<file path="src/rtl/apple1_pkg.sv">
package apple1_pkg;

    ////////////////////////////////////////////////////////////
    // bus types

    typedef logic [15:0] addr_t;
    typedef logic [7:0]  byte_t;

    ////////////////////////////////////////////////////////////
    // address map

    // ram lives where these bits are all zero, 0x0000 - 0x1fff
    localparam addr_t RAM_BASE_MASK = 16'hE000;
    // serial port, 0xd010 - 0xd013
    localparam addr_t UART_BASE     = 16'hD010;
    // banner rom, 0xff00 - 0xffff
    localparam addr_t ROM_BASE      = 16'hFF00;

    // line buffer for the echo monitor
    localparam addr_t LINE_BUF_BASE = 16'h0200;
    localparam int    LINE_MAX      = 64;

    // port register offsets
    localparam logic [1:0] REG_KBD   = 2'd0;
    localparam logic [1:0] REG_KBDCR = 2'd1;
    localparam logic [1:0] REG_DSP   = 2'd2;
    localparam logic [1:0] REG_DSPCR = 2'd3;

    localparam byte_t CHAR_CR = 8'h0D;

    ////////////////////////////////////////////////////////////
    // monitor states and bus opcodes

    typedef enum logic [3:0] {
        BOOT,
        BANNER_RD,
        BANNER_WAIT_TX,
        POLL,
        READ_KEY,
        STORE,
        ECHO_WAIT_TX,
        REPLAY_RD,
        REPLAY_WAIT_TX,
        EOL_WAIT_TX
    } mon_state_e;

    typedef enum logic [1:0] {
        OP_IDLE,
        OP_READ,
        OP_WRITE
    } bus_op_e;

endpackage

</file>
<file path="src/rtl/banner_rom.sv">
`timescale 1ns/1ps

module banner_rom (
    input  logic              clk25,
    input  logic [7:0]        address,
    output apple1_pkg::byte_t dout
);
    import apple1_pkg::*;

    // banner text, first char in the top byte
    localparam int               BANNER_LEN  = 12;
    localparam logic [8*12-1:0]  BANNER_TEXT = "APPLE-1 ECHO";

    int idx;

    assign idx = int'(address);

    always_ff @(posedge clk25)
    begin
        if (idx < BANNER_LEN)
            dout <= BANNER_TEXT[8*(BANNER_LEN-1-idx) +: 8];
        else if (idx == BANNER_LEN)
            dout <= CHAR_CR;
        // terminator
        else if (idx == BANNER_LEN + 1)
            dout <= 8'h00;
        else
            dout <= 8'hFF;
    end

endmodule

</file>
<file path="config.mk">
export PLATFORM = sky130hd
export DESIGN_NAME = banner_rom
export DESIGN_NICKNAME = d
export VERILOG_FILES = /design/src/rtl/apple1_pkg.sv /design/src/rtl/banner_rom.sv
export SDC_FILE = /design/constraint.sdc
export NUM_CORES = 1
export LEC_CHECK = 0
export ABC_AREA = 1
export BUFFER_PORTS_ARGS = -buffer_cell sky130_fd_sc_hd__buf_2
export CAP_MARGIN = 15
export CORE_AREA = 2 2 39 41
export DETAILED_ROUTE_END_ITERATION = 16
export DIE_AREA = 0 0 41 43
export SLEW_MARGIN = 5
export SYNTH_ARGS = -nofsm -noshare
export SYNTH_HDL_FRONTEND = slang
export SYNTH_SLANG_ARGS = --single-unit
</file>
<file path="constraint.sdc">
create_clock -name clk25 -period 1.5 [get_ports clk25]
set_clock_uncertainty 0.15 [all_clocks]
set_input_delay 0.15 -clock clk25 [delete_from_list [all_inputs] [get_ports clk25]]
set_output_delay 0.15 -clock clk25 [all_outputs]
set_load 0.03 [all_outputs]
</file>
# ---- After elaboration in Yosys (flattened, before gate mapping)
# Index checks and enable logic that the tools add are counted.
dict set report word_totals {
  in_bits 9
  output_inout_bits 8
  elab_cells 9
  reg_bits 8
}
dict set report classes {
  mux 3
  n_eq_ne 2
  shifts 1
  order_cmp 1
  n_addsub 1
}
# cell n
set ops {}
lappend ops {{96-bit by 12-bit indexed part select with 8-bit output (first input constant)} 1}
lappend ops {{8-bit 2-to-1 mux} 3}
lappend ops {{8-bit by 5-bit == test with 1-bit output (second input constant)} 2}
lappend ops {{4-bit by 8-bit subtractor with 9-bit output (first input constant)} 1}
lappend ops {{8-bit by 4-bit less-than comparator with 1-bit output (second input constant)} 1}

# ---- Longest topological paths before layout
dict set report depth {
  ltp_word 4
  ltp_mapped 9
}

# ---- Least setup slack after synthesis
# OpenSTA, ideal clock, no wires.
dict set report synth_path {
  kind {input port to flip-flop}
  from {in address[2]}
  to {reg dout[2]}
  t_arrival_ps 908
  stages 8
  n_path_buf 0
  path_slack_ps 324
  required_time_ps 1232
  cell_sequence {ha_1 inv_1 nor2_1 nand2_1 nor2_1 nor2_1 nand2_1 nand2_1}
}
dict set report synth_between {
  elab_chain_cells 4
  elab_cells_between_ends 8
  classes_between {1 x add/sub; 1 x order compare; 2 x eq/ne; 1 x shift; 3 x mux}
}
# item line_no
set synth_rtl {}
lappend synth_rtl {{start: declaration} banner_rom.sv:5} ;# input logic [7:0] address,
lappend synth_rtl {{parallel branches: the longest is 3 deep, another holds 4-bit by 8-bit subtractor with 9-bit output} -}
lappend synth_rtl {{8-bit 2-to-1 mux *} banner_rom.sv:20} ;# if (idx < BANNER_LEN)
lappend synth_rtl {{end signal: assignment} banner_rom.sv:21} ;# dout <= BANNER_TEXT[8*(BANNER_LEN-1-idx) +: 8];
lappend synth_rtl {{end: declaration} banner_rom.sv:6} ;# output apple1_pkg::byte_t dout
# Mark *: on every way between the ends.

# ---- Worst setup path in the final report
dict set report layout_path {
  from {in address[2]}
  to {reg dout[0]}
}
# Same word-level chain as after synthesis.

==> out/metrics.cfg <==
[power]
total_leakage_power_nw = 0.309
powerDensity_mw_per_mm2 = 768
peakVddDrop_mv = 0.208
power_frac_seq = 0.448
p_sw_uw = 139
switching_share = 0.285
pwr-share-clk = 0.317
p_int_uw = 350
pwr-share-comb = 0.235

[cts]
post_cts_resized = 0
h-tree-depth = 1
postCtsHoldBufs = 0
clockRootBuffer = clkbuf_4
cts-buffers-inserted = 3
clock-sinks = 8
cts_tree = done
cts_buffer_depth = 2
post-cts-setup-buffers = 0
clk_pin_slew_ns = 0.05

[final_layout]
multi_input_area_um2 = 313
largest_reg_flops = 8
layout_commonest_cell = nand2_1
fin_nets = 111
fillers = 149
syn_to_final_growth_pct = 25.7
drive_gt1_frac = 0.296
fin_area_um2 = 637
antenna_cells = 0
layout_common_cells = 18 x nand2_1, 16 x buf_2, 12 x nor2_1
final_util = 0.460
largestRegisters = dout: 8 flops
largest-register = dout
regArea_um2 = 160

[setup_path]
crit_chain = buf_2 -> ha_1 -> xnor2_1 -> nand3_1 -> o21ai_0 -> nand2_1 -> nand2_1
critPathMaxStageDelay_ns = 0.23
startpoint = address[2]
worstPathArrival_ns = 1.21
crit_fanout = 4
path_class = input pin to flip-flop
cp_common_cell = nand2_1
path_delay_family = simple AND/OR/NAND/NOR gates
cp_slowest_cell = xnor2_1
worstPathRequired_ns = 1.54
endpoint_kind = flip-flop
start_kind = input pin
path_buf_inv = 1

[timing]
setup_viol = 0
finalHoldViolCount = 0
holdWs_ns = 0.139
slew_viol_final = 0
max_freq_mhz = 856
period_needed_ns = 1.17
slew_headroom = 0.838
finalSetupTns_ns = 0
grt_setup_unrepaired = no
worst_slew_pin_slew_ns = 0.241
min_period_over_period = 0.779
setup_slack_ns = 0.332

[yosys]
ys_warn_count = 0
seq_area_frac_synth = 0.316
synthTopCellsByArea = dfxtp_1 32%, nand2_1 13%, nor2_1 8.9%
yosys.area.top_type_share = 0.316
syn-cell-area_um2 = 507
syn_inst = 78
yosysUniqueCellTypes = 17
syn-num-nets = 89
synth_seq_cells = 8
yosys.area.top_type = dfxtp_1
syn_avg_cell_area_um2 = 6.50

[detailed_routing]
drc = 0
route.met2.wl_um = 508
drtIter0Drc = 26
dr.pass1.iters = 4
final_antenna_net_count = 0
top_layer_used = met4
routed_wl_mm = 1.09
wl_met1_um = 493
dr_wl_met3_um = 70
via_per_inst = 4.84
vias = 552
wl_per_cell_um = 9.54

[min_path]
holdCritStartpoint = address[6]
hold_depth = 5
hold_path.class = input pin to flip-flop
hold_path_end = dout[2]

[global_route]
grt_max_degree = 7
grt_overflow = 0
grt_pass1_vias = 491
grt_pass1_wl_mm = 1.90
antenna_found_initial = 0
grt_usage = 0.153

[placed_design]
io_buffer_count = 16
routabilityCongestion = 0.926
dpl_worst_slack_ns = 0.104
place_area_um2 = 614
dp_hpwl_um = 914

[die]
die_w_um = 41
pin_count = 17
fp.dieArea_mm2 = 0.00176
core.rowCount = 14
core_mm2 = 0.00138
die-height_um = 43
initial_utilization = 0.366

[job]
maxCapViolations = 0

[status]
outcome = completed

-- cell type report --
cell class | instances | share of cell area
Clock buffer | 3 | 0.0354
Timing Repair Buffer | 17 | 0.138
Sequential cell | 8 | 0.251
Inverter | 9 | 0.0530
Tap cell | 16 | 0.0314
Multi-Input combinational cell | 61 | 0.491
-- power groups by stage --
stage	Clock, mW	Combinational [mW]	Sequential (mW)
2_1_floorplan	0	0.0635	0.235
3_3_place_gp	0	0.114	0.224
3_5_place_dp	0	0.114	0.224
4_1_cts	0.159	0.114	0.219
5_1_grt	0.179	0.130	0.220
6_report	0.155	0.115	0.219
-- layer usage --
metal	track usage	vias up
li1	-	290
met1	0.204	235
met2	0.225	25
met3	0.0314	2
met4	0.0733	0
met5	0	-
-- how the worst max path moves through the flow --
| stage | slack (ns) | end | cells after the start |
|---|---|---|---|
| 6_report | 0.33 | dout[0] | 7 |
| 5_1_grt | 0.21 | dout[0] | 7 |
| 4_1_cts | 0.36 | dout[0] | 7 |
| 3_5_place_dp | 0.10 | dout[0] | 7 |
| 3_3_place_gp | 0.12 | dout[2] | 9 |
| 2_1_floorplan | 0.32 | dout[2] | 8 |
-- synth_stat cells, drive strengths merged --
cell type,count
a21oi,1
and2,1
dfxtp,8
ha,2
inv,9
nand2,23
nand3,9
nand3b,2
nand4,1
nor2,13
o21ai,8
xnor2,1
-- cell families after synthesis --
group | share of synthesized area
and+or+nand+nor | 0.454
adders and majority gates | 0.0494
xor gates and xnor gates | 0.0173
DFF | 0.316
buffers and inverters | 0.0667
AOI/OAI and AO/OA | 0.0963
-- stage by stage --
stage | power [mW] | cells
3_5_place_dp | 0.337 | 111
3_3_place_gp | 0.338 | 111
5_1_grt | 0.528 | 114
2_1_floorplan | 0.299 | 78
6_report | 0.489 | 114
4_1_cts | 0.493 | 114
(Power assumes the default switching activity.)
