$ cat src/rtl/apple1_pkg.sv
package apple1_pkg;

    ////////////////////////////////////////////////////////////
    // bus types

    typedef logic [15:0] addr_t;
    typedef logic [7:0]  byte_t;

    ////////////////////////////////////////////////////////////
    // address map

    // ram lives where these bits are all zero, 0x0000 - 0x1fff
    localparam addr_t RAM_BASE_MASK = 16'hE000;
    // serial port, 0xd010 - 0xd013
    localparam addr_t UART_BASE     = 16'hD010;
    // banner rom, 0xff00 - 0xffff
    localparam addr_t ROM_BASE      = 16'hFF00;

    // line buffer for the echo monitor
    localparam addr_t LINE_BUF_BASE = 16'h0200;
    localparam int    LINE_MAX      = 64;

    // port register offsets
    localparam logic [1:0] REG_KBD   = 2'd0;
    localparam logic [1:0] REG_KBDCR = 2'd1;
    localparam logic [1:0] REG_DSP   = 2'd2;
    localparam logic [1:0] REG_DSPCR = 2'd3;

    localparam byte_t CHAR_CR = 8'h0D;

    ////////////////////////////////////////////////////////////
    // monitor states and bus opcodes

    typedef enum logic [3:0] {
        BOOT,
        BANNER_RD,
        BANNER_WAIT_TX,
        POLL,
        READ_KEY,
        STORE,
        ECHO_WAIT_TX,
        REPLAY_RD,
        REPLAY_WAIT_TX,
        EOL_WAIT_TX
    } mon_state_e;

    typedef enum logic [1:0] {
        OP_IDLE,
        OP_READ,
        OP_WRITE
    } bus_op_e;

endpackage

$ cat src/rtl/monitor_engine.sv
`timescale 1ns/1ps

module monitor_engine (
    input  logic                clk25,
    input  logic                cpu_reset,
    input  logic                cpu_clken,
    output apple1_pkg::addr_t   ab,
    output apple1_pkg::byte_t   dbo,
    output logic                we,
    output apple1_pkg::bus_op_e bus_op,
    input  apple1_pkg::byte_t   dbi
);
    import apple1_pkg::*;

    localparam int    IW         = $clog2(LINE_MAX);
    localparam addr_t KBD_ADDR   = {UART_BASE[15:2], REG_KBD};
    localparam addr_t KBDCR_ADDR = {UART_BASE[15:2], REG_KBDCR};
    localparam addr_t DSP_ADDR   = {UART_BASE[15:2], REG_DSP};

    mon_state_e    state;
    logic [7:0]    rom_ptr;
    logic [IW-1:0] line_idx;
    logic [IW-1:0] replay_idx;
    byte_t         tx_char;
    logic          wr_done;

    // access on the bus right now is a write, nothing to sample
    assign wr_done = we;

    // a-z to A-Z
    function automatic byte_t fold_case(input byte_t c);
        if (c >= 8'h61 && c <= 8'h7A)
            return c - 8'h20;
        return c;
    endfunction

    // present the next access
    task automatic issue(input addr_t a, input bus_op_e op, input byte_t d);
        ab     <= a;
        bus_op <= op;
        we     <= (op == OP_WRITE);
        dbo    <= d;
    endtask

    // dbi holds the DSP status here, write once busy has cleared
    task automatic poll_or_send();
        if (dbi[7])
            issue(DSP_ADDR, OP_READ, tx_char);
        else
            issue(DSP_ADDR, OP_WRITE, tx_char);
    endtask

    ////////////////////////////////////////////////////////////
    // state machine, one step per enable

    // state names the access on the bus, dbi is its result
    always_ff @(posedge clk25)
    begin
        if (cpu_reset)
        begin
            state      <= BOOT;
            ab         <= '0;
            bus_op     <= OP_IDLE;
            we         <= 1'b0;
            rom_ptr    <= '0;
            line_idx   <= '0;
            replay_idx <= '0;
        end
        else if (cpu_clken)
        begin
            case (state)
                BOOT:
                begin
                    rom_ptr <= '0;
                    issue(ROM_BASE, OP_READ, tx_char);
                    state <= BANNER_RD;
                end
                // zero byte ends the banner
                BANNER_RD:
                begin
                    if (dbi == 8'h00)
                    begin
                        issue(KBDCR_ADDR, OP_READ, tx_char);
                        state <= POLL;
                    end
                    else
                    begin
                        tx_char <= dbi;
                        issue(DSP_ADDR, OP_READ, dbi);
                        state <= BANNER_WAIT_TX;
                    end
                end
                BANNER_WAIT_TX:
                begin
                    if (wr_done)
                    begin
                        rom_ptr <= rom_ptr + 1'b1;
                        issue({ROM_BASE[15:8], rom_ptr + 8'd1}, OP_READ, tx_char);
                        state <= BANNER_RD;
                    end
                    else
                        poll_or_send();
                end
                // spin on KBDCR bit 7
                POLL:
                begin
                    if (dbi[7])
                    begin
                        issue(KBD_ADDR, OP_READ, tx_char);
                        state <= READ_KEY;
                    end
                    else
                        issue(KBDCR_ADDR, OP_READ, tx_char);
                end
                READ_KEY:
                begin
                    if (dbi == CHAR_CR)
                    begin
                        tx_char    <= CHAR_CR;
                        replay_idx <= '0;
                        // empty line goes straight to the CR
                        if (line_idx == '0)
                        begin
                            issue(DSP_ADDR, OP_READ, CHAR_CR);
                            state <= EOL_WAIT_TX;
                        end
                        else
                        begin
                            issue(LINE_BUF_BASE, OP_READ, CHAR_CR);
                            state <= REPLAY_RD;
                        end
                    end
                    else
                    begin
                        tx_char <= fold_case(dbi);
                        issue(LINE_BUF_BASE + addr_t'(line_idx), OP_WRITE, fold_case(dbi));
                        state <= STORE;
                    end
                end
                // ram write in flight
                STORE:
                begin
                    if (line_idx == IW'(LINE_MAX - 1))
                        line_idx <= '0;
                    else
                        line_idx <= line_idx + 1'b1;
                    issue(DSP_ADDR, OP_READ, tx_char);
                    state <= ECHO_WAIT_TX;
                end
                ECHO_WAIT_TX:
                begin
                    if (wr_done)
                    begin
                        issue(KBDCR_ADDR, OP_READ, tx_char);
                        state <= POLL;
                    end
                    else
                        poll_or_send();
                end
                REPLAY_RD:
                begin
                    tx_char <= dbi;
                    issue(DSP_ADDR, OP_READ, dbi);
                    state <= REPLAY_WAIT_TX;
                end
                // last stored char sent, then the CR
                REPLAY_WAIT_TX:
                begin
                    if (wr_done && (replay_idx + 1'b1 == line_idx))
                    begin
                        tx_char <= CHAR_CR;
                        issue(DSP_ADDR, OP_READ, CHAR_CR);
                        state <= EOL_WAIT_TX;
                    end
                    else if (wr_done)
                    begin
                        replay_idx <= replay_idx + 1'b1;
                        issue(LINE_BUF_BASE + addr_t'(replay_idx + 1'b1), OP_READ, tx_char);
                        state <= REPLAY_RD;
                    end
                    else
                        poll_or_send();
                end
                EOL_WAIT_TX:
                begin
                    if (wr_done)
                    begin
                        line_idx <= '0;
                        issue(KBDCR_ADDR, OP_READ, tx_char);
                        state <= POLL;
                    end
                    else
                        poll_or_send();
                end
                default:
                    state <= BOOT;
            endcase
        end
    end

endmodule

$ cat config.mk
export PLATFORM = sky130hd
export DESIGN_NAME = monitor_engine
export DESIGN_NICKNAME = d
export VERILOG_FILES = /design/src/rtl/apple1_pkg.sv /design/src/rtl/monitor_engine.sv
export SDC_FILE = /design/constraint.sdc
export NUM_CORES = 1
export LEC_CHECK = 0
export BUFFER_PORTS_ARGS = -buffer_cell sky130_fd_sc_hd__buf_2
export CELL_PAD_IN_SITES_DETAIL_PLACEMENT = 1
export CELL_PAD_IN_SITES_GLOBAL_PLACEMENT = 1
export CORE_MARGIN = 2
export CORE_UTILIZATION = 35
export CTS_CLUSTER_DIAMETER = 80
export DETAILED_ROUTE_END_ITERATION = 7
export PLACE_DENSITY_LB_ADDON = 0.1
export SLEW_MARGIN = 20
export SYNTH_ARGS = -nofsm -noshare
export SYNTH_HDL_FRONTEND = slang
export SYNTH_SLANG_ARGS = --single-unit
$ cat constraint.sdc
create_clock -name clk25 -period 2 [get_ports clk25]
set_input_delay 0.1 -clock clk25 [delete_from_list [all_inputs] [get_ports clk25]]
set_output_delay 0.1 -clock clk25 [all_outputs]
set_load 0.02 [all_outputs]
# Word-level counts from Yosys, hierarchy flattened
# Index checks and enable logic that the tools add are counted.
[word_totals]
regBits = 59
inputBits = 11
output_inout_bits = 27
elab_cells = 113
[classes]
n_addsub = 7
magnitude_cmp = 2
eq_ne = 20
mux = 49
n_bitwise = 1
n_reduce_logical = 25
[op_table]
columns = ["operator", "count"]
rows = [
  ["one-hot mux 16 bit (8 select lines)", 1],
  ["two-way mux 16 bit", 4],
  ["two-way mux 8 bit", 6],
  ["one-hot mux 8 bit (5 select lines)", 1],
  ["one-hot mux 4 bit (9 select lines)", 1],
  ["one-hot mux 8 bit (4 select lines)", 1],
  ["two-way mux 6 bit", 5],
  ["two-way mux 4 bit", 7],
  ["one-hot mux 6 bit (2 select lines)", 2],
  ["equality test 4 x 3 -> 1 bit (second input constant)", 4],
  ["one-hot mux 8 bit (2 select lines)", 1],
  ["two-way mux 14 bit", 1],
  ["adder 6 x 1 -> 6 bit (second input constant)", 2],
  ["two-way mux 2 bit", 6],
  ["inequality test 2 bit (second input constant)", 6],
  ["AND reduction 3 bit", 4],
  ["adder 10 x 6 -> 11 bit (first input constant)", 1],
  ["adder 10 x 7 -> 11 bit (first input constant)", 1],
  ["two-way mux 1 bit", 11],
  ["AND reduction 5 bit", 2],
  ["adder 8 x 1 -> 8 bit (second input constant)", 1],
  ["equality test 4 x 2 -> 1 bit (second input constant)", 2],
  ["equality test 4 bit (second input constant)", 2],
  ["equality test 8 x 4 -> 1 bit (second input constant)", 1],
  ["other kinds (25)", 31],
]

# Longest topological paths before layout
[depth]
depth_word = 10
mapped_depth = 8
ltp_nobuf = 7

# Least setup slack after synthesis
# Ideal clock, no wire load.
[synth_timing]
path_kind = "reg-to-reg"
startpoint = "register replay_idx[0]"
endpoint = "register dbo[1] (data pin)"
setup_ns = 0.256
t_arrival_ns = 1.918
t_required_ns = 1.744
slack_ns = -0.175
stages_incl_launch_ff = 8
n_path_buf = 0
period_less_slack_ns = 2.175
cell_sequence = "dfxtp_1 ha_1 xnor2_1 xor2_1 nand4_4 o31ai_4 nand2_2 a22o_1"
[synth_via]
elab_chain_cells = 5
[synth_lines]
columns = ["element", "line", "source"]
rows = [
  ["start: declaration", "monitor_engine.sv:23", "logic [IW-1:0] replay_idx;"],
  ["start signal: assignment", "monitor_engine.sv:177", "replay_idx <= replay_idx + 1'b1;"],
  ["adder 6 x 1 -> 6 bit", "monitor_engine.sv:169", "if (wr_done && (replay_idx + 1'b1 == line_idx))"],
  ["equality test 6 bit", "monitor_engine.sv:169", ""],
  ["logical AND 1 bit", "monitor_engine.sv:169", ""],
  ["two-way mux 8 bit", "--", ""],
  ["one-hot mux 8 bit (5 select lines)", "monitor_engine.sv:71", "case (state)"],
  ["end: declaration", "monitor_engine.sv:8", "output apple1_pkg::byte_t dbo,"],
]
# Every way passes these cells.
# A chain may end at the register's enable or synchronous reset.

# Worst setup path in the final report
[layout_timing]
startpoint = "register replay_idx[2]"
endpoint = "register dbo[1] (data pin)"
# Same word-level chain as after synthesis.

==> qor.yml <==
core_area_sq_um: 9196
hold_viol: 0
synth_area_sq_um: 3292
syn_nets: 397
reg2reg_depth: 6
ir_drop_mv: 0.2654
end_kind: "flip-flop"
critPathRequiredTime_ns: 2.08
ys_top_cells_by_count: "nor2_1 (40), a21oi_1 (37), dfxtp_1 (37)"
root_buffer: "clkbuf_8"
period_minus_slack_ns: 2.069
cts_tree: "done"
max_freq_ghz: 0.4833
die_h_um: 101.0
synth_top_area_share_pct: 22.50
layout_setup_ws_ns: -0.06906
drc: 0
h-tree-depth: 2
async_flop_share_pct: 0
post-place-cells: 575
grt_pass1_wl_mm: 17.81
clk_pin_slew_ns: 0.10
worst_pin_slew_ns: 0.5472
seq_area_frac_synth_pct: 37.10
vias_per_cell: 5.629
ff2ff_setup_slack_ns: -0.07
rsz0062_at_grt: "true"
start_util_pct: 35.80
dr.pass1.iters: 4
grt-ovfl-total: 0
ys.warnings.count: 0
drive_gt1_share_pct: 35.08
start_kind: "flip-flop"
p_leak_nw: 1.629
synth_flop_cell: "dfxtp_1"
synthMuxAreaShare_pct: 0.6081
synth_seq_cells: 53
cts_buffer_depth: 2
fin_cells: 587
io_pins: 38
hold_path.class: "primary input to flip-flop"
die_area_sq_um: 10200
fin_area_sq_um: 4357
synthDistinctLibCells: 71
synth.most_common_cell: "nor2_1"
yosys-top-cells-area: "dfxtp_1 (23%), edfxtp_1 (15%), a21oi_1 (5.6%), nor2_1 (4.6%), nand2_1 (4.0%)"
n_antenna_cell: 0
synthXorXnorAreaFrac_pct: 7.070
syn_inst: 381
die_x_um: 101.0
setup_viol_count_final: 8
ant_nets: 0
fill_cells: 1124
dp_hpwl_mm: 8.551
io_buffer_count: 37
violations: "setup timing"
maxSlewHeadroom_pct: 63.19
cts_hold_buf: 0
synth_top_family_by_area: "compound AO/OA/AOI/OAI gates"
finClkSkew_ns: 0.003986
synth_edf_count: 16
dpl-instance-area_sq_um: 4064
hold_path_depth: 2
worstPathMaxFanout: 5
status: "finished, violations left"
drv_slew: 0
drv_cap: 0
nets: 491
grt_pass1_vias: 3415
p_per_area_nw_per_um2: 494.5
final.period_utilization_pct: 103.5
clock_latency_ns: 0.32
routed_wl_mm: 11.12
cts_buffers: 5
worstSetupPathType: "flip-flop to flip-flop"
synth-adder-area-share_pct: 1.900
synth_area_per_cell_sq_um: 8.640
post_drt_wl_per_cell_um: 18.95
rows: 35
cts_sinks: 53
synth-simple-area-share_pct: 22.20
antenna_found_initial: 0
arrival_ns: 2.15
synth.largest_area_cell: "dfxtp_1"
grt_use_total_pct: 22.48
drt_iter0_drc: 139
grt_max_degree: 22
gp_congestion: 0.8692
area_growth_pct: 32.35
postLayoutCoreUtil_pct: 47.37
synth-compound-area-share_pct: 25.92
via_count: 3304
-- cell families after synthesis --
group,count (synthesis)
AND/OR/NAND/NOR,138
AO/OA/AOI/OAI,124
flip-flops,53
buffers and inverters,37
XOR/XNOR,22
adder cells (fa/ha/maj),5
multiplexers,2
-- cell usage in the layout (no fill, tap or decap), types with 5 or more instances in the layout --
cell and count:
buf_4 68, dfxtp_1 32, o21ai_0 15, edfxtp_1 16
nor3_1 8, a22o_1 6, clkbuf_8 5, nand3_1 9
inv_1 13, nor2_1 37, nand2_1 35, a21oi_1 34
buf_2 37, a22oi_1 5, o22ai_2 7, xnor2_1 13
o2bb2ai_1 7
-- per-stage QoR --
| stage | TNS [ns] | power [mW] | hold slack [ns] | worst slack [ns] |
|---|---|---|---|---|
| 2_1_floorplan | 0 | 1.378 | 0.3018 | 0.009211 |
| 3_3_place_gp | -0.2509 | 1.525 | 0.4474 | -0.06695 |
| 3_5_place_dp | -0.7701 | 1.530 | 0.4634 | -0.09240 |
| 4_1_cts | -0.3168 | 2.166 | 0.1386 | -0.06697 |
| 5_1_grt | -1.758 | 2.247 | 0.1595 | -0.1379 |
| 6_report | -0.2989 | 2.154 | 0.1480 | -0.06906 |
-- state kept, by name, indices dropped and copies added, names as in the netlist --
signal      cells
rom_ptr         8
line_idx        6
state           4
bus_op          1
ab             11
dbo             8
tx_char         8
we              1
replay_idx      6
-- path summary, 6_finish.rpt --
kind                 startpoint     end
setup / recovery  replay_idx[2]  dbo[1]
hold / removal           dbi[0]  dbo[0]
setup reg to reg  replay_idx[2]  dbo[1]
hold reg to reg           ab[7]   ab[7]
-- power by group --
part           switching [mW]  internal, mW  total, mW
Sequential             0.0167          1.13       1.15
Combinational           0.224         0.148      0.373
Clock                   0.382         0.249      0.631
-- area by class of cell --
type,count,area [sq um],area share [%]
multi-input cells,292,2101,48.22
repair buffers,108,747.0,17.15
well taps,111,138.9,3.188
inverters,15,56.30,1.292
clock buffers,7,76.32,1.752
clock inverters,1,7.507,0.1723
flip-flops and latches,53,1230,28.23
-- per-layer routing --
metal | routed length, um | vias up | GRT usage (%)
li1 | - | 1599 | -
met4 | 193 | 0 | 6.341
met1 | 5056 | 1633 | 29.08
met5 | 0 | - | 0
met2 | 5540 | 59 | 39.33
met3 | 333 | 13 | 2.774
-- what timing repair did --
action                     in CTS  in global routing
setup buffers                   2                  1
pin swaps                       1                  4
resized for setup               8                 30
hold endpoints to repair        0                  0
cloned                          0                  1
setup endpoints to repair      26                 48
-- worst max-delay path, cell delays in order, from the launching register on --
cell and delay (ns):
dfxtp_2 0.46, and3_2 0.22, and3_4 0.23, xnor2_4 0.15, o31ai_4 0.37, nand2_2 0.15, a22o_1 0.25
(Power assumes the default switching activity.)
