$ cat config.mk
export PLATFORM = sky130hd
export DESIGN_NAME = uart_port
export DESIGN_NICKNAME = d
export VERILOG_FILES = /design/src/rtl/apple1_pkg.sv /design/src/rtl/uart_rx.sv /design/src/rtl/rx_fifo.sv /design/src/rtl/uart_port.sv
export SDC_FILE = /design/constraint.sdc
export NUM_CORES = 1
export LEC_CHECK = 0
export BUFFER_PORTS_ARGS = -buffer_cell sky130_fd_sc_hd__buf_2
export CAP_MARGIN = 10
export CORE_MARGIN = 3
export CORE_UTILIZATION = 50
export DETAILED_ROUTE_END_ITERATION = 8
export GPL_TIMING_DRIVEN = 0
export PLACE_DENSITY_LB_ADDON = 0.05
export SYNTH_ARGS = -nofsm -noshare
export SYNTH_HDL_FRONTEND = slang
export SYNTH_SLANG_ARGS = --single-unit
$ cat constraint.sdc
create_clock -name clk25 -period 7.6 [get_ports clk25]
set_clock_uncertainty 0.15 [all_clocks]
set_input_delay 0.38 -clock clk25 [delete_from_list [all_inputs] [get_ports clk25]]
set_output_delay 0.38 -clock clk25 [all_outputs]
set_load 0.02 [all_outputs]
$ cat src/rtl/apple1_pkg.sv
package apple1_pkg;

    ////////////////////////////////////////////////////////////
    // bus types

    typedef logic [15:0] addr_t;
    typedef logic [7:0]  byte_t;

    ////////////////////////////////////////////////////////////
    // address map

    // ram lives where these bits are all zero, 0x0000 - 0x1fff
    localparam addr_t RAM_BASE_MASK = 16'hE000;
    // serial port, 0xd010 - 0xd013
    localparam addr_t UART_BASE     = 16'hD010;
    // banner rom, 0xff00 - 0xffff
    localparam addr_t ROM_BASE      = 16'hFF00;

    // line buffer for the echo monitor
    localparam addr_t LINE_BUF_BASE = 16'h0200;
    localparam int    LINE_MAX      = 64;

    // port register offsets
    localparam logic [1:0] REG_KBD   = 2'd0;
    localparam logic [1:0] REG_KBDCR = 2'd1;
    localparam logic [1:0] REG_DSP   = 2'd2;
    localparam logic [1:0] REG_DSPCR = 2'd3;

    localparam byte_t CHAR_CR = 8'h0D;

    ////////////////////////////////////////////////////////////
    // monitor states and bus opcodes

    typedef enum logic [3:0] {
        BOOT,
        BANNER_RD,
        BANNER_WAIT_TX,
        POLL,
        READ_KEY,
        STORE,
        ECHO_WAIT_TX,
        REPLAY_RD,
        REPLAY_WAIT_TX,
        EOL_WAIT_TX
    } mon_state_e;

    typedef enum logic [1:0] {
        OP_IDLE,
        OP_READ,
        OP_WRITE
    } bus_op_e;

endpackage

$ cat src/rtl/uart_rx.sv
`timescale 1ns/1ps

module uart_rx #(
    parameter int BAUD_DIV = 217
) (
    input  logic              clk25,
    input  logic              pwr_up_reset,
    input  logic              rx,
    output apple1_pkg::byte_t rx_data,
    output logic              rx_valid
);

    localparam int BW = $clog2(BAUD_DIV);

    typedef enum logic [1:0] {RX_IDLE, RX_START, RX_DATA, RX_STOP} rx_state_e;

    rx_state_e     state;
    logic [1:0]    rx_sync;
    logic [BW-1:0] timer;
    logic [2:0]    bit_cnt;
    logic [7:0]    shift_reg;

    // lsb first, so the last bit in lands in bit 7
    assign rx_data = shift_reg;

    always_ff @(posedge clk25)
    begin
        if (!pwr_up_reset)
        begin
            rx_sync  <= 2'b11;
            state    <= RX_IDLE;
            rx_valid <= 1'b0;
        end
        else
        begin
            // two flop synchroniser
            rx_sync  <= {rx_sync[0], rx};
            rx_valid <= 1'b0;
            case (state)
                RX_IDLE:
                    if (!rx_sync[1])
                    begin
                        // aim at the middle of the start bit
                        timer <= BW'(BAUD_DIV / 2 - 1);
                        state <= RX_START;
                    end
                RX_START:
                    if (timer != '0)
                        timer <= timer - 1'b1;
                    // glitch, line back high
                    else if (rx_sync[1])
                        state <= RX_IDLE;
                    else
                    begin
                        timer   <= BW'(BAUD_DIV - 1);
                        bit_cnt <= '0;
                        state   <= RX_DATA;
                    end
                RX_DATA:
                    if (timer != '0)
                        timer <= timer - 1'b1;
                    else
                    begin
                        shift_reg <= {rx_sync[1], shift_reg[7:1]};
                        timer     <= BW'(BAUD_DIV - 1);
                        bit_cnt   <= bit_cnt + 1'b1;
                        if (bit_cnt == 3'd7)
                            state <= RX_STOP;
                    end
                RX_STOP:
                    if (timer != '0)
                        timer <= timer - 1'b1;
                    else
                    begin
                        // framing error drops the byte
                        rx_valid <= rx_sync[1];
                        state    <= RX_IDLE;
                    end
                default:
                    state <= RX_IDLE;
            endcase
        end
    end

endmodule

$ cat src/rtl/rx_fifo.sv
`timescale 1ns/1ps

module rx_fifo #(
    parameter int FIFO_DEPTH = 16
) (
    input  logic                              clk25,
    input  logic                              pwr_up_reset,
    input  logic                              push,
    input  apple1_pkg::byte_t                 push_data,
    input  logic                              pop,
    output apple1_pkg::byte_t                 rd_data,
    output logic                              not_empty,
    output logic [$clog2(FIFO_DEPTH+1)-1:0]   level
);

    localparam int AW = $clog2(FIFO_DEPTH);

    logic [7:0]    mem [0:FIFO_DEPTH-1];
    logic [AW-1:0] wr_ptr;
    logic [AW-1:0] rd_ptr;
    logic          push_ok;
    logic          pop_ok;

    // full drops, empty pop does nothing
    assign push_ok   = push && (level != FIFO_DEPTH);
    assign pop_ok    = pop && not_empty;
    assign not_empty = (level != '0);
    // head shows without a pop
    assign rd_data   = mem[rd_ptr];

    always_ff @(posedge clk25)
    begin
        if (push_ok)
            mem[wr_ptr] <= push_data;
    end

    always_ff @(posedge clk25)
    begin
        if (!pwr_up_reset)
        begin
            wr_ptr <= '0;
            rd_ptr <= '0;
            level  <= '0;
        end
        else
        begin
            if (push_ok)
                wr_ptr <= (wr_ptr == AW'(FIFO_DEPTH - 1)) ? '0 : wr_ptr + 1'b1;
            if (pop_ok)
                rd_ptr <= (rd_ptr == AW'(FIFO_DEPTH - 1)) ? '0 : rd_ptr + 1'b1;
            // both at once leaves the count alone
            if (push_ok && !pop_ok)
                level <= level + 1'b1;
            else if (pop_ok && !push_ok)
                level <= level - 1'b1;
        end
    end

endmodule

$ cat src/rtl/uart_port.sv
`timescale 1ns/1ps

module uart_port #(
    parameter int BAUD_DIV   = 217,
    parameter int FIFO_DEPTH = 16,
    parameter int CTS_MARGIN = 4
) (
    input  logic              clk25,
    input  logic              pwr_up_reset,
    input  logic              enable,
    input  logic [1:0]        address,
    input  logic              w_en,
    input  apple1_pkg::byte_t din,
    output apple1_pkg::byte_t dout,
    input  logic              uart_rx,
    output logic              uart_tx,
    output logic              uart_cts
);
    import apple1_pkg::*;

    localparam int BW = $clog2(BAUD_DIV);
    localparam int LW = $clog2(FIFO_DEPTH + 1);

    ////////////////////////////////////////////////////////////
    // receive path

    byte_t         rx_data;
    logic          rx_valid;
    byte_t         rd_data;
    logic          not_empty;
    logic [LW-1:0] level;
    logic          pop;

    uart_rx #(.BAUD_DIV(BAUD_DIV)) u_rx (
        .clk25        (clk25),
        .pwr_up_reset (pwr_up_reset),
        .rx           (uart_rx),
        .rx_data      (rx_data),
        .rx_valid     (rx_valid)
    );

    rx_fifo #(.FIFO_DEPTH(FIFO_DEPTH)) u_fifo (
        .clk25        (clk25),
        .pwr_up_reset (pwr_up_reset),
        .push         (rx_valid),
        .push_data    (rx_data),
        .pop          (pop),
        .rd_data      (rd_data),
        .not_empty    (not_empty),
        .level        (level)
    );

    // KBD read consumes the byte
    assign pop      = enable && !w_en && (address == REG_KBD);
    // clear to send while free space stays above the margin
    assign uart_cts = (FIFO_DEPTH - int'(level)) > CTS_MARGIN;

    ////////////////////////////////////////////////////////////
    // transmit path

    logic [9:0]    tx_shift;
    logic [3:0]    tx_bits;
    logic [BW-1:0] tx_timer;
    logic          tx_busy;

    assign tx_busy = (tx_bits != '0);
    assign uart_tx = tx_shift[0];

    always_ff @(posedge clk25)
    begin
        if (!pwr_up_reset)
        begin
            tx_shift <= '1;
            tx_bits  <= '0;
        end
        // stop, data, start; writes while busy are lost
        else if (enable && w_en && (address == REG_DSP) && !tx_busy)
        begin
            tx_shift <= {1'b1, din, 1'b0};
            tx_bits  <= 4'd10;
            tx_timer <= BW'(BAUD_DIV - 1);
        end
        else if (tx_busy)
        begin
            if (tx_timer == '0)
            begin
                tx_shift <= {1'b1, tx_shift[9:1]};
                tx_bits  <= tx_bits - 1'b1;
                tx_timer <= BW'(BAUD_DIV - 1);
            end
            else
                tx_timer <= tx_timer - 1'b1;
        end
    end

    ////////////////////////////////////////////////////////////
    // register read

    always_ff @(posedge clk25)
    begin
        case (address)
            REG_KBD:   dout <= rd_data;
            REG_KBDCR: dout <= {not_empty, 7'b0};
            REG_DSP:   dout <= {tx_busy, 7'b0};
            REG_DSPCR: dout <= 8'h00;
            default:   dout <= 8'h00;
        endcase
    end

endmodule

# [Word-level counts from Yosys, hierarchy flattened]
# Memories as Yosys holds them, arrays and structs flattened. A register that Yosys moved wholly into a read port is not among the register bits.
# Cells that the tools add are included.
[totals] register_bits=66 ram_bits=128 input_bits=15 out_inout_bits=10 elab_cells=112 memories=1
[classes] n_addsub=9 n_lt_le_gt_ge=1 eq_ne=18 muxes=34 bitwise=3 n_reduce_logical=32
[memory_table] name="u_fifo.mem" depth=16 word_bits=8 rd=1 rd_clocked_by_memory_dff=1 write_ports=1 line="rx_fifo.sv:18" rtl="logic [7:0] mem [0:FIFO_DEPTH-1];"
[ops] op="8-bit one-hot mux with 4 select lines" count=2
[ops] op="8-bit two-way mux" count=7
[ops] op="4-bit two-way mux" count=7
[ops] op="9-bit two-way mux" count=3
[ops] op="8-bit by 1-bit subtractor with 8-bit output (second input constant)" count=2
[ops] op="2-bit two-way mux" count=6
[ops] op="5-bit two-way mux" count=2
[ops] op="2-bit != test (second input constant)" count=5
[ops] op="5-bit AND reduction" count=2
[ops] op="1-bit logical AND" count=9
[ops] op="3-bit two-way mux" count=3
[ops] op="4-bit by 1-bit adder with 4-bit output (second input constant)" count=2
[ops] op="2-bit equality test (second input constant)" count=4
[ops] op="4-bit equality test (second input constant)" count=2
[ops] op="8-bit logical NOT" count=1
[ops] op="2-bit one-hot mux with 4 select lines" count=1
[ops] op="2-bit nonzero test" count=4
[ops] op="8-bit nonzero test" count=1
[ops] op="6-bit by 4-bit greater-than comparator with 1-bit output (second input constant)" count=1
[ops] op="3-bit one-hot mux with 2 select lines" count=1
[ops] op="2-bit AND reduction" count=3
[ops] op="5-bit by 5-bit subtractor with 6-bit output (first input constant)" count=1
[ops] op="5-bit by 1-bit adder with 5-bit output (second input constant)" count=1
[ops] op="5-bit != test (second input constant)" count=1
[ops] op="17 further kinds" count=26

# [Logic depth before layout (Yosys ltp)]
# Gate-level depths: netlist of run 1.
[depth] depth_word=7 ltp_mapped=11 depth_no_buf=11

# [By module]
# A second synthesis of run 1 with hierarchy kept.
[hier_totals] hier_cells=540 area_unflattened_um2=8338.0
[by_module_without_submodules] module="rx_fifo" n_inst=1 cells_each=310 area_per_inst_um2=5763.0 seq_area_each_um2=4184.0
[by_module_without_submodules] module="uart_port" n_inst=1 cells_each=138 area_per_inst_um2=1397.6 seq_area_each_um2=660.6
[by_module_without_submodules] module="uart_rx" n_inst=1 cells_each=92 area_per_inst_um2=1177.4 seq_area_each_um2=670.6

# [Worst setup path after synthesis of run 1]
# No wires, ideal clock.
[synth_path] kind="register -> register" start="register u_fifo.level[0]" end="register u_fifo.level[4]" setup_ns=0.072 t_arrival_ns=2.685 required_time_ns=7.378 path_slack_ns=4.693 path_stages_with_launch=12 n_path_buf=0 period_less_slack_ns=2.907 cell_sequence="dfxtp_1 nor4_1 ha_1 nor2_1 nand3_1 ha_1 inv_1 fa_1 a21o_1 a21oi_1 mux2i_1 mux2i_1"
[synth_between] elab_chain_len=5 word_cells_on_any_way=13 cone_classes="2 x add/sub; 1 x eq/ne; 2 x mux; 8 x reduce/logical"
[synth_lines] item="start: declaration" line="rx_fifo.sv:13" rtl="output logic [$clog2(FIFO_DEPTH+1)-1:0] level"
[synth_lines] item="start signal: assignment" line="rx_fifo.sv:53" rtl="level <= level + 1'b1;"
[synth_lines] item="start signal: assignment" line="rx_fifo.sv:55" rtl="level <= level - 1'b1;"
[synth_lines] item="branches (longest 5 deep; another with 5-bit by 1-bit subtractor with 5-bit output)"
# Parallel ways; which one is timed is not known. The select of a mux whose other input is x is not followed.
# A chain may end at the register's enable or synchronous reset.

# [Worst setup path after layout of run 1]
# Same ends and word-level chain as after synthesis.

==> Flow_metrics.wiki, run 1 <==
{| class="wikitable"
! Metric !! Value
|-
| Longest Clk Path Bufs || 2
|-
| Global-route wire length before repair || 24,520 um
|-
| Maximum achievable frequency || approximately 300 MHz
|-
| Layout Cell Area excl Fill || slightly above 9000 um^2
|-
| CTS buffer count || 17
|-
| Max-Slew Margin vs Limit || 43.60%
|-
| Global-route usage over all layers || 18.01%
|-
| Combined area of all synthesized cells || 8229 um^2
|-
| Worst setup slack for register-to-register paths || about 4.3 ns
|-
| Crit path time final || around 3.3 ns
|-
| Number of cells traversed by the worst hold path || 3
|-
| R2R depth || 11
|-
| Total negative setup slack || 0 ns
|-
| Final WS setup || between 4 and 5 ns
|-
| Overflow left after global routing || 0
|-
| Share of the synthesized area in the top cell type || between 50% and 60%
|-
| Number of setup buffers added after CTS || 0
|-
| Insertion delay to the later sink of the worst-skew pair || roughly 0.4 ns
|-
| Ratio of cells with drive above 1 in the final layout || approximately 17%
|-
| Routed length per instance || around 19 um
|-
| Dominant delay contributor by cell family on the critical path || adder cells
|-
| Net count after synthesis || ~570
|-
| Count of mapped cells out of synthesis || 527
|-
| Routed Antenna Nets || 0
|-
| Source of the worst register-to-register timing path || u_fifo.level[0]$_SDFFE_PN0P_
|-
| Hold-critical path endpoint || tx_shift[8]$_SDFFE_PN1P_
|-
| Num Clock Sinks || 198
|-
| Resized Gates After CTS || 0
|-
| Cell types with the highest counts after synthesis || 155 x edfxtp_1, 43 x dfxtp_1, 31 x mux4_2
|-
| Peak supply drop || approximately 0.16 mV
|-
| Hold path startpoint || din[7]
|-
| Synth warnings || 0
|-
| Data arrival, critical path || roughly 3.5 ns
|-
| Sequential fraction of the synthesis area || 67.02%
|-
| HPWL after DPL || about 10,000 um
|-
| Buffer cell driving the clock tree root || clkbuf_16
|-
| Unrepaired setup endpoints after global routing || false
|-
| Leak pwr || around 3.1 nW
|-
| Maximum level of the CTS H-tree || 4
|-
| Critical Path Fanout Max || 6
|-
| Top cells by area, synth || edfxtp_1 57%, dfxtp_1 10%, mux4_2 8.5%, ha_1 3.3%, mux2i_1 2.7%
|-
| Fraction of registers with async set or reset after synthesis || 0%
|-
| Post-synthesis to final-layout area growth || 11.80%
|-
| Setup violations, final || 0
|-
| Die Width || 134.3 um
|-
| Final Total Pwr || around 2.2 mW
|-
| Minimum setup slack after placement || 4.284 ns
|-
| Avg Synthesized Cell Area || 15.62 um^2
|-
| Outcome || finished, final reports clean
|-
| Vias in the first global route || around 4,500
|-
| Layout net count || around 600
|-
| Routed wire length || approximately 15,000 um
|-
| Max-cap viol count || 0
|-
| Initial DRC count || 219
|-
| Pwr per Cell Area || between 200 and 250 nW/um^2
|-
| Starting Density || 51.43%
|-
| Logic depth of the worst path, buffers included || 11
|-
| Leading area contributor after synthesis || edfxtp_1
|-
| GP Congestion || ~0.8
|-
| Slowest stage cell on the critical path || nor4_1
|-
| Non-Filler Instances || 799
|-
| Count of final max-slew check failures || 0
|-
| Clock tree from TritonCTS || yes
|-
| Number of different library cells in the post-synthesis netlist || 61
|-
| Fin crit share || a little over two fifths
|-
| Pin count of the biggest net entering global routing || 18
|-
| R2r endpoint || u_fifo.level[4]$_SDFFE_PN0P_
|-
| Port Buffers || 23
|-
| Floorplan row count || 46
|-
| Biggest cell delay along the critical path || between 0.6 and 0.7 ns
|-
| Critical path, cell by cell || nor4_1 -> ha_1 -> nor2_1 -> nand3_1 -> ha_1 -> inv_1 -> fa_1 -> a21o_1 -> a21oi_1 -> mux2i_1 -> mux2i_1
|-
| Vias after detailed routing || between 4,000 and 5,000
|-
| Residual DRC count || 0
|-
| Count of flip-flops with a built-in enable after synthesis || between 150 and 200
|-
| Height of the chip || approximately 130 um
|-
| Number of iterations in the first detailed-routing pass || 6
|-
| Die area || 18,030 um^2
|-
| Most frequently used cell type in the post-synthesis netlist || edfxtp_1
|-
| Standard cell core area || approximately 16,000 um^2
|-
| Type of the setup path with the least slack || reg2reg
|-
| Data required, critical path || a little under 8 ns
|-
| Flip-flop and latch count after synthesis || 198
|-
| Diodes inserted || 0
|-
| Per-cell via count in the routed design || roughly 5.5
|-
| Crit start category || flop
|-
| Number of antenna violations at the first check in global routing || 0
|-
| Slew at the pin closest to its max-slew limit || approximately 0.85 ns
|-
| Final hold vios || 0
|-
| Count of buffer and inverter cells on the critical path || 1
|-
| Placed cells || ~770
|-
| Synth Flop Type || edfxtp_1
|-
| Type of the tightest min-delay check || in2reg
|-
| Io pins || 25
|-
| Reg clk slew, reported paths || about 0.070 ns
|-
| Nature of the critical path endpoint || flop
|-
| Placed Area || around 8600 um^2
|}
-- cells by family after synthesis --
kind of cell	Yosys count	share of synthesized area (%)
buf+inv	39	1.931
mux	54	11.30
xor+xnor	16	1.703
flops	198	67.02
fa+ha+maj	23	3.588
simple gates	136	9.214
compound gates	61	5.246
-- report_power, final --
| part | switching (mW) | internal [mW] |
|---|---|---|
| sequential | 0.0137 | 1.17 |
| combinational | 0.0586 | 0.0382 |
| clock | 0.380 | 0.494 |
| total | 0.452 | 1.71 |
-- worst min-delay path, cell delays in order --
cell	delay, ns
buf_2	0.08
nor2_1	0.04
o21ai_0	0.13
-- what timing repair did --
item / CTS / global route
hold endpoints to repair: 1 / 0
hold buffers: 1 / 0
endpoints found under the setup margin: 0 / 0
-- registers in the layout, indices dropped and copies added (netlist names), named ones only --
signal / cells
u_fifo.rd_ptr: 4
u_rx.rx_valid: 1
tx_timer: 8
u_rx.bit_cnt: 3
u_rx.rx_sync: 2
dout: 8
u_rx.timer: 8
u_fifo.level: 5
u_fifo.wr_ptr: 4
u_rx.rx_data: 8
tx_bits: 4
u_fifo.mem: 128
tx_shift: 9
u_rx.state: 1
-- cell type report --
type,count,area [um^2]
Clock inverter,12,128.9
Clock buffer,20,446.7
Tap cell,216,270.3
Inverter,18,67.56
Sequential cell,198,5515
Timing Repair Buffer,24,125.1
Fill cell,1281,6800
Buffer,21,91.34
Multi-Input combinational cell,290,2555
-- metal layers --
metal / global-route usage [%] / vias up / wire, um
met1: 24.15 / 2214 / 7013
met3: 3.713 / 12 / 506
li1: - / 2114 / -
met5: 0 / - / 0
met2: 29.66 / 79 / 7593
met4: 6.052 / 0 / 202
-- worst max path at each step --
| stage | slack [ns] | start | to |
|---|---|---|---|
| final | 4.27 | u_fifo.level[0]$_SDFFE_PN0P_ | u_fifo.level[4]$_SDFFE_PN0P_ |
| after global routing | 4.08 | u_fifo.level[0]$_SDFFE_PN0P_ | u_fifo.level[4]$_SDFFE_PN0P_ |
| after CTS | 4.23 | u_fifo.level[0]$_SDFFE_PN0P_ | u_fifo.level[4]$_SDFFE_PN0P_ |
| after detailed placement | 4.28 | u_fifo.level[0]$_SDFFE_PN0P_ | u_fifo.level[4]$_SDFFE_PN0P_ |
| after global placement | 4.32 | u_fifo.level[0]$_SDFFE_PN0P_ | u_fifo.level[4]$_SDFFE_PN0P_ |
| after floorplan | 4.69 | u_fifo.level[0]$_SDFFE_PN0P_ | u_fifo.level[4]$_SDFFE_PN0P_ |
-- stage by stage --
stage,hold WS [ns],utilization [%]
6_report,0.1018,57.50
4_1_cts,0.07924,57.50
3_3_place_gp,0.2437,53.84
3_5_place_dp,0.2482,53.84
5_1_grt,0.1040,57.50
2_1_floorplan,0.2363,-
-- layout by cell type (no fill, tap or decap), types with 5 or more instances in the layout --
cell type / n
nand2b_1: 5
o22ai_1: 7
a221o_1: 7
a21oi_1: 10
clkbuf_1: 15
ha_1: 22
nor3_1: 10
nor2b_1: 5
buf_2: 27
and3_1: 6
clkbuf_16: 17
inv_1: 18
nand2_1: 29
mux4_2: 31
nand3_1: 16
and2_1: 23
xnor2_1: 12
o21ai_0: 14
mux2i_1: 22
nor2_1: 17
edfxtp_1: 155
dfxtp_1: 43
Power figures use the tool's default switching activity.
==> run 2: changes to the inputs <==
clock period = 2.8 ns   (was 7.6 ns; I/O delays follow)
==> Flow_metrics.wiki, run 2 (synthesis results as in run 1) <==
{| class="wikitable"
! Metric !! Value
|-
| Clock tree from TritonCTS || yes
|-
| Register bank with the most flops || u_fifo.mem
|-
| Diodes inserted || 0
|-
| Die area || 18,030 um^2
|-
| Max FFs per register || between 100 and 150
|-
| Floorplan row count || 46
|-
| Data required, critical path || approximately 3 ns
|-
| Io pins || 25
|-
| Pin count of the biggest net entering global routing || 18
|-
| Final Total Pwr || about 6 mW
|-
| Insertion delay to the later sink of the worst-skew pair || about 0.43 ns
|-
| Port Buffers || 23
|-
| Crit start category || flop
|-
| Longest Clk Path Bufs || 2
|-
| Leak pwr || 3.205 nW
|-
| CTS buffer count || 17
|-
| GP Congestion || slightly below 0.8
|-
| Setup violations, final || 0
|-
| Initial DRC count || 175
|-
| Standard cell core area || roughly 16,000 um^2
|-
| Final hold vios || 0
|-
| Starting Density || about half
|-
| Vias in the first global route || 4,712
|-
| Reg clk slew, reported paths || 0.07 ns
|-
| Peak supply drop || 0.3716 mV
|-
| Most frequent cells in the layout || 155 x edfxtp_1, 41 x dfxtp_1, 31 x mux4_2
|-
| Number of iterations in the first detailed-routing pass || 4
|-
| Maximum level of the CTS H-tree || 4
|-
| Type of the setup path with the least slack || reg2reg
|-
| Number of filler instances in the final layout || roughly 1,300
|-
| Max-Slew Margin vs Limit || between 30% and 40%
|-
| Nature of the critical path endpoint || flop
|-
| Unrepaired setup endpoints after global routing || true
|-
| Num Clock Sinks || about 200
|-
| Largest registers || u_fifo.mem (128), tx_shift (9)
|-
| Biggest cell delay along the critical path || 0.37 ns
|-
| Count of buffer and inverter cells on the critical path || 1
|-
| Number of antenna violations at the first check in global routing || 0
|-
| Height of the chip || ~130 um
|-
| Total negative setup slack || 0 ns
|-
| Pwr per Cell Area || between 600 and 700 nW/um^2
|-
| Buffer cell driving the clock tree root || clkbuf_16
|-
| Overflow left after global routing || 0
|-
| Global-route usage over all layers || between 10% and 20%
|-
| Routed wire length || between 15,000 and 20,000 um
|-
| Routed Antenna Nets || 0
|-
| Layout net count || about 630
|-
| Slowest stage cell on the critical path || dfxtp_4
|-
| Max-cap viol count || 0
|-
| Global-route wire length before repair || approximately 25,000 um
|-
| Crit path time final || ~2.7 ns
|-
| Fin crit share || 95.95%
|-
| Per-cell via count in the routed design || about 5.5
|-
| Critical Path Fanout Max || 5
|-
| Data arrival, critical path || slightly below 3 ns
|-
| Commonest non-fill, non-tap cell in the layout || edfxtp_1
|-
| Routed length per instance || 19.20 um
|-
| Type of the tightest min-delay check || in2reg
|-
| Count of final max-slew check failures || 0
|-
| Vias after detailed routing || around 4,500
|-
| Critical path, cell by cell || nor4_4 -> ha_2 -> nor2_1 -> nand3_2 -> ha_2 -> inv_2 -> fa_2 -> a21o_1 -> a21oi_2 -> mux2i_1 -> mux2i_1
|-
| Worst setup slack for register-to-register paths || 0.11 ns
|-
| Dominant delay contributor by cell family on the critical path || adder cells
|-
| Ratio of cells with drive above 1 in the final layout || between 10% and 20%
|-
| Residual DRC count || 0
|-
| Maximum achievable frequency || between 300 and 400 MHz
|-
| Die Width || 134.3 um
|-
| Slew at the pin closest to its max-slew limit || a little over 0.9 ns
|-
| Outcome || finished, final reports clean
|-
| Post-synthesis to final-layout area growth || 14.95%
|-
| HPWL after DPL || between 10,000 and 15,000 um
|}
run 2: cell types whose count changed in the layout (fill, tap and decap cells not counted), sizes merged:
cell / previous run / this run
inv: 19 / 20
clkinv: 8 / 5
buf: 31 / 35
dlygate4sd3: 1 / 18
clkbuf: 33 / 30
clkinvlp: 1 / 5
run 2: timing repair:
item | in CTS | in global routing
hold buffers | 18 | 0
endpoints found under the hold margin | 16 | 0
pin swaps | 2 | 5
resized for setup | 8 | 8
setup buffers | 1 | 3
endpoints found under the setup margin | 2 | 2
run 2: final timing paths:
path / start / end / cells past startpoint
max: u_fifo.level[0]$_SDFFE_PN0P_ / u_fifo.level[4]$_SDFFE_PN0P_ / 11
min: enable / u_fifo.rd_ptr[2]$_SDFFE_PN0P_ / 4
max reg2reg: u_fifo.level[0]$_SDFFE_PN0P_ / u_fifo.level[4]$_SDFFE_PN0P_ / 11
min reg2reg: u_rx.rx_sync[0]$_SDFF_PN1_ / u_rx.rx_sync[1]$_SDFF_PN1_ / 1
run 2: stage by stage:
stage	setup WS, ns	std cells	util (%)	area [um^2]	hold WS, ns
final	0.1134	819	59.12	9459	0.04513
after global routing	-0.002390	819	59.12	9459	0.07629
after CTS	0.005525	817	58.91	9425	0.02942
after detailed placement	-0.3594	766	53.88	8621	0.1783
after global placement	-0.3055	766	53.88	8621	0.1721
after floorplan	0.01787	527	-	8235	0.09147
run 2: layer usage:
metal / share of wire, % / GRT usage [%] / wire length [um]
met1: 44 / 24.57 / 6995
met2: 50 / 30.84 / 7912
met3: 3.2 / 3.676 / 500
met4: 2.0 / 6.109 / 312
met5: 0 / 0 / 0
run 2: power by group:
group / switching [mW] / leakage (nW) / total, mW / internal (mW)
combinational: 0.166 / 1.19 / 0.285 / 0.120
clock: 1.07 / 0.275 / 2.41 / 1.34
sequential: 0.0363 / 1.74 / 3.22 / 3.19
total: 1.27 / 3.20 / 5.92 / 4.65
run 2: worst register-to-register path, stage by stage, from the launching register on:
cell	delay, ns
dfxtp_4	0.37
nor4_4	0.34
ha_2	0.25
nor2_1	0.06
nand3_2	0.07
ha_2	0.19
inv_2	0.07
fa_2	0.36
a21o_1	0.18
a21oi_2	0.16
mux2i_1	0.24
mux2i_1	0.20
run 2: layout make-up:
class / count / area [um^2] / area share [%]
inverters: 18 / 67.56 / 0.7143
clock buffers: 18 / 439.2 / 4.643
flip-flops and latches: 198 / 5520 / 58.36
repair buffers: 45 / 325.3 / 3.439
multi-input cells: 290 / 2596 / 27.45
clock inverters: 14 / 151.4 / 1.601
plain buffers: 20 / 88.84 / 0.9392
well taps: 216 / 270.3 / 2.857
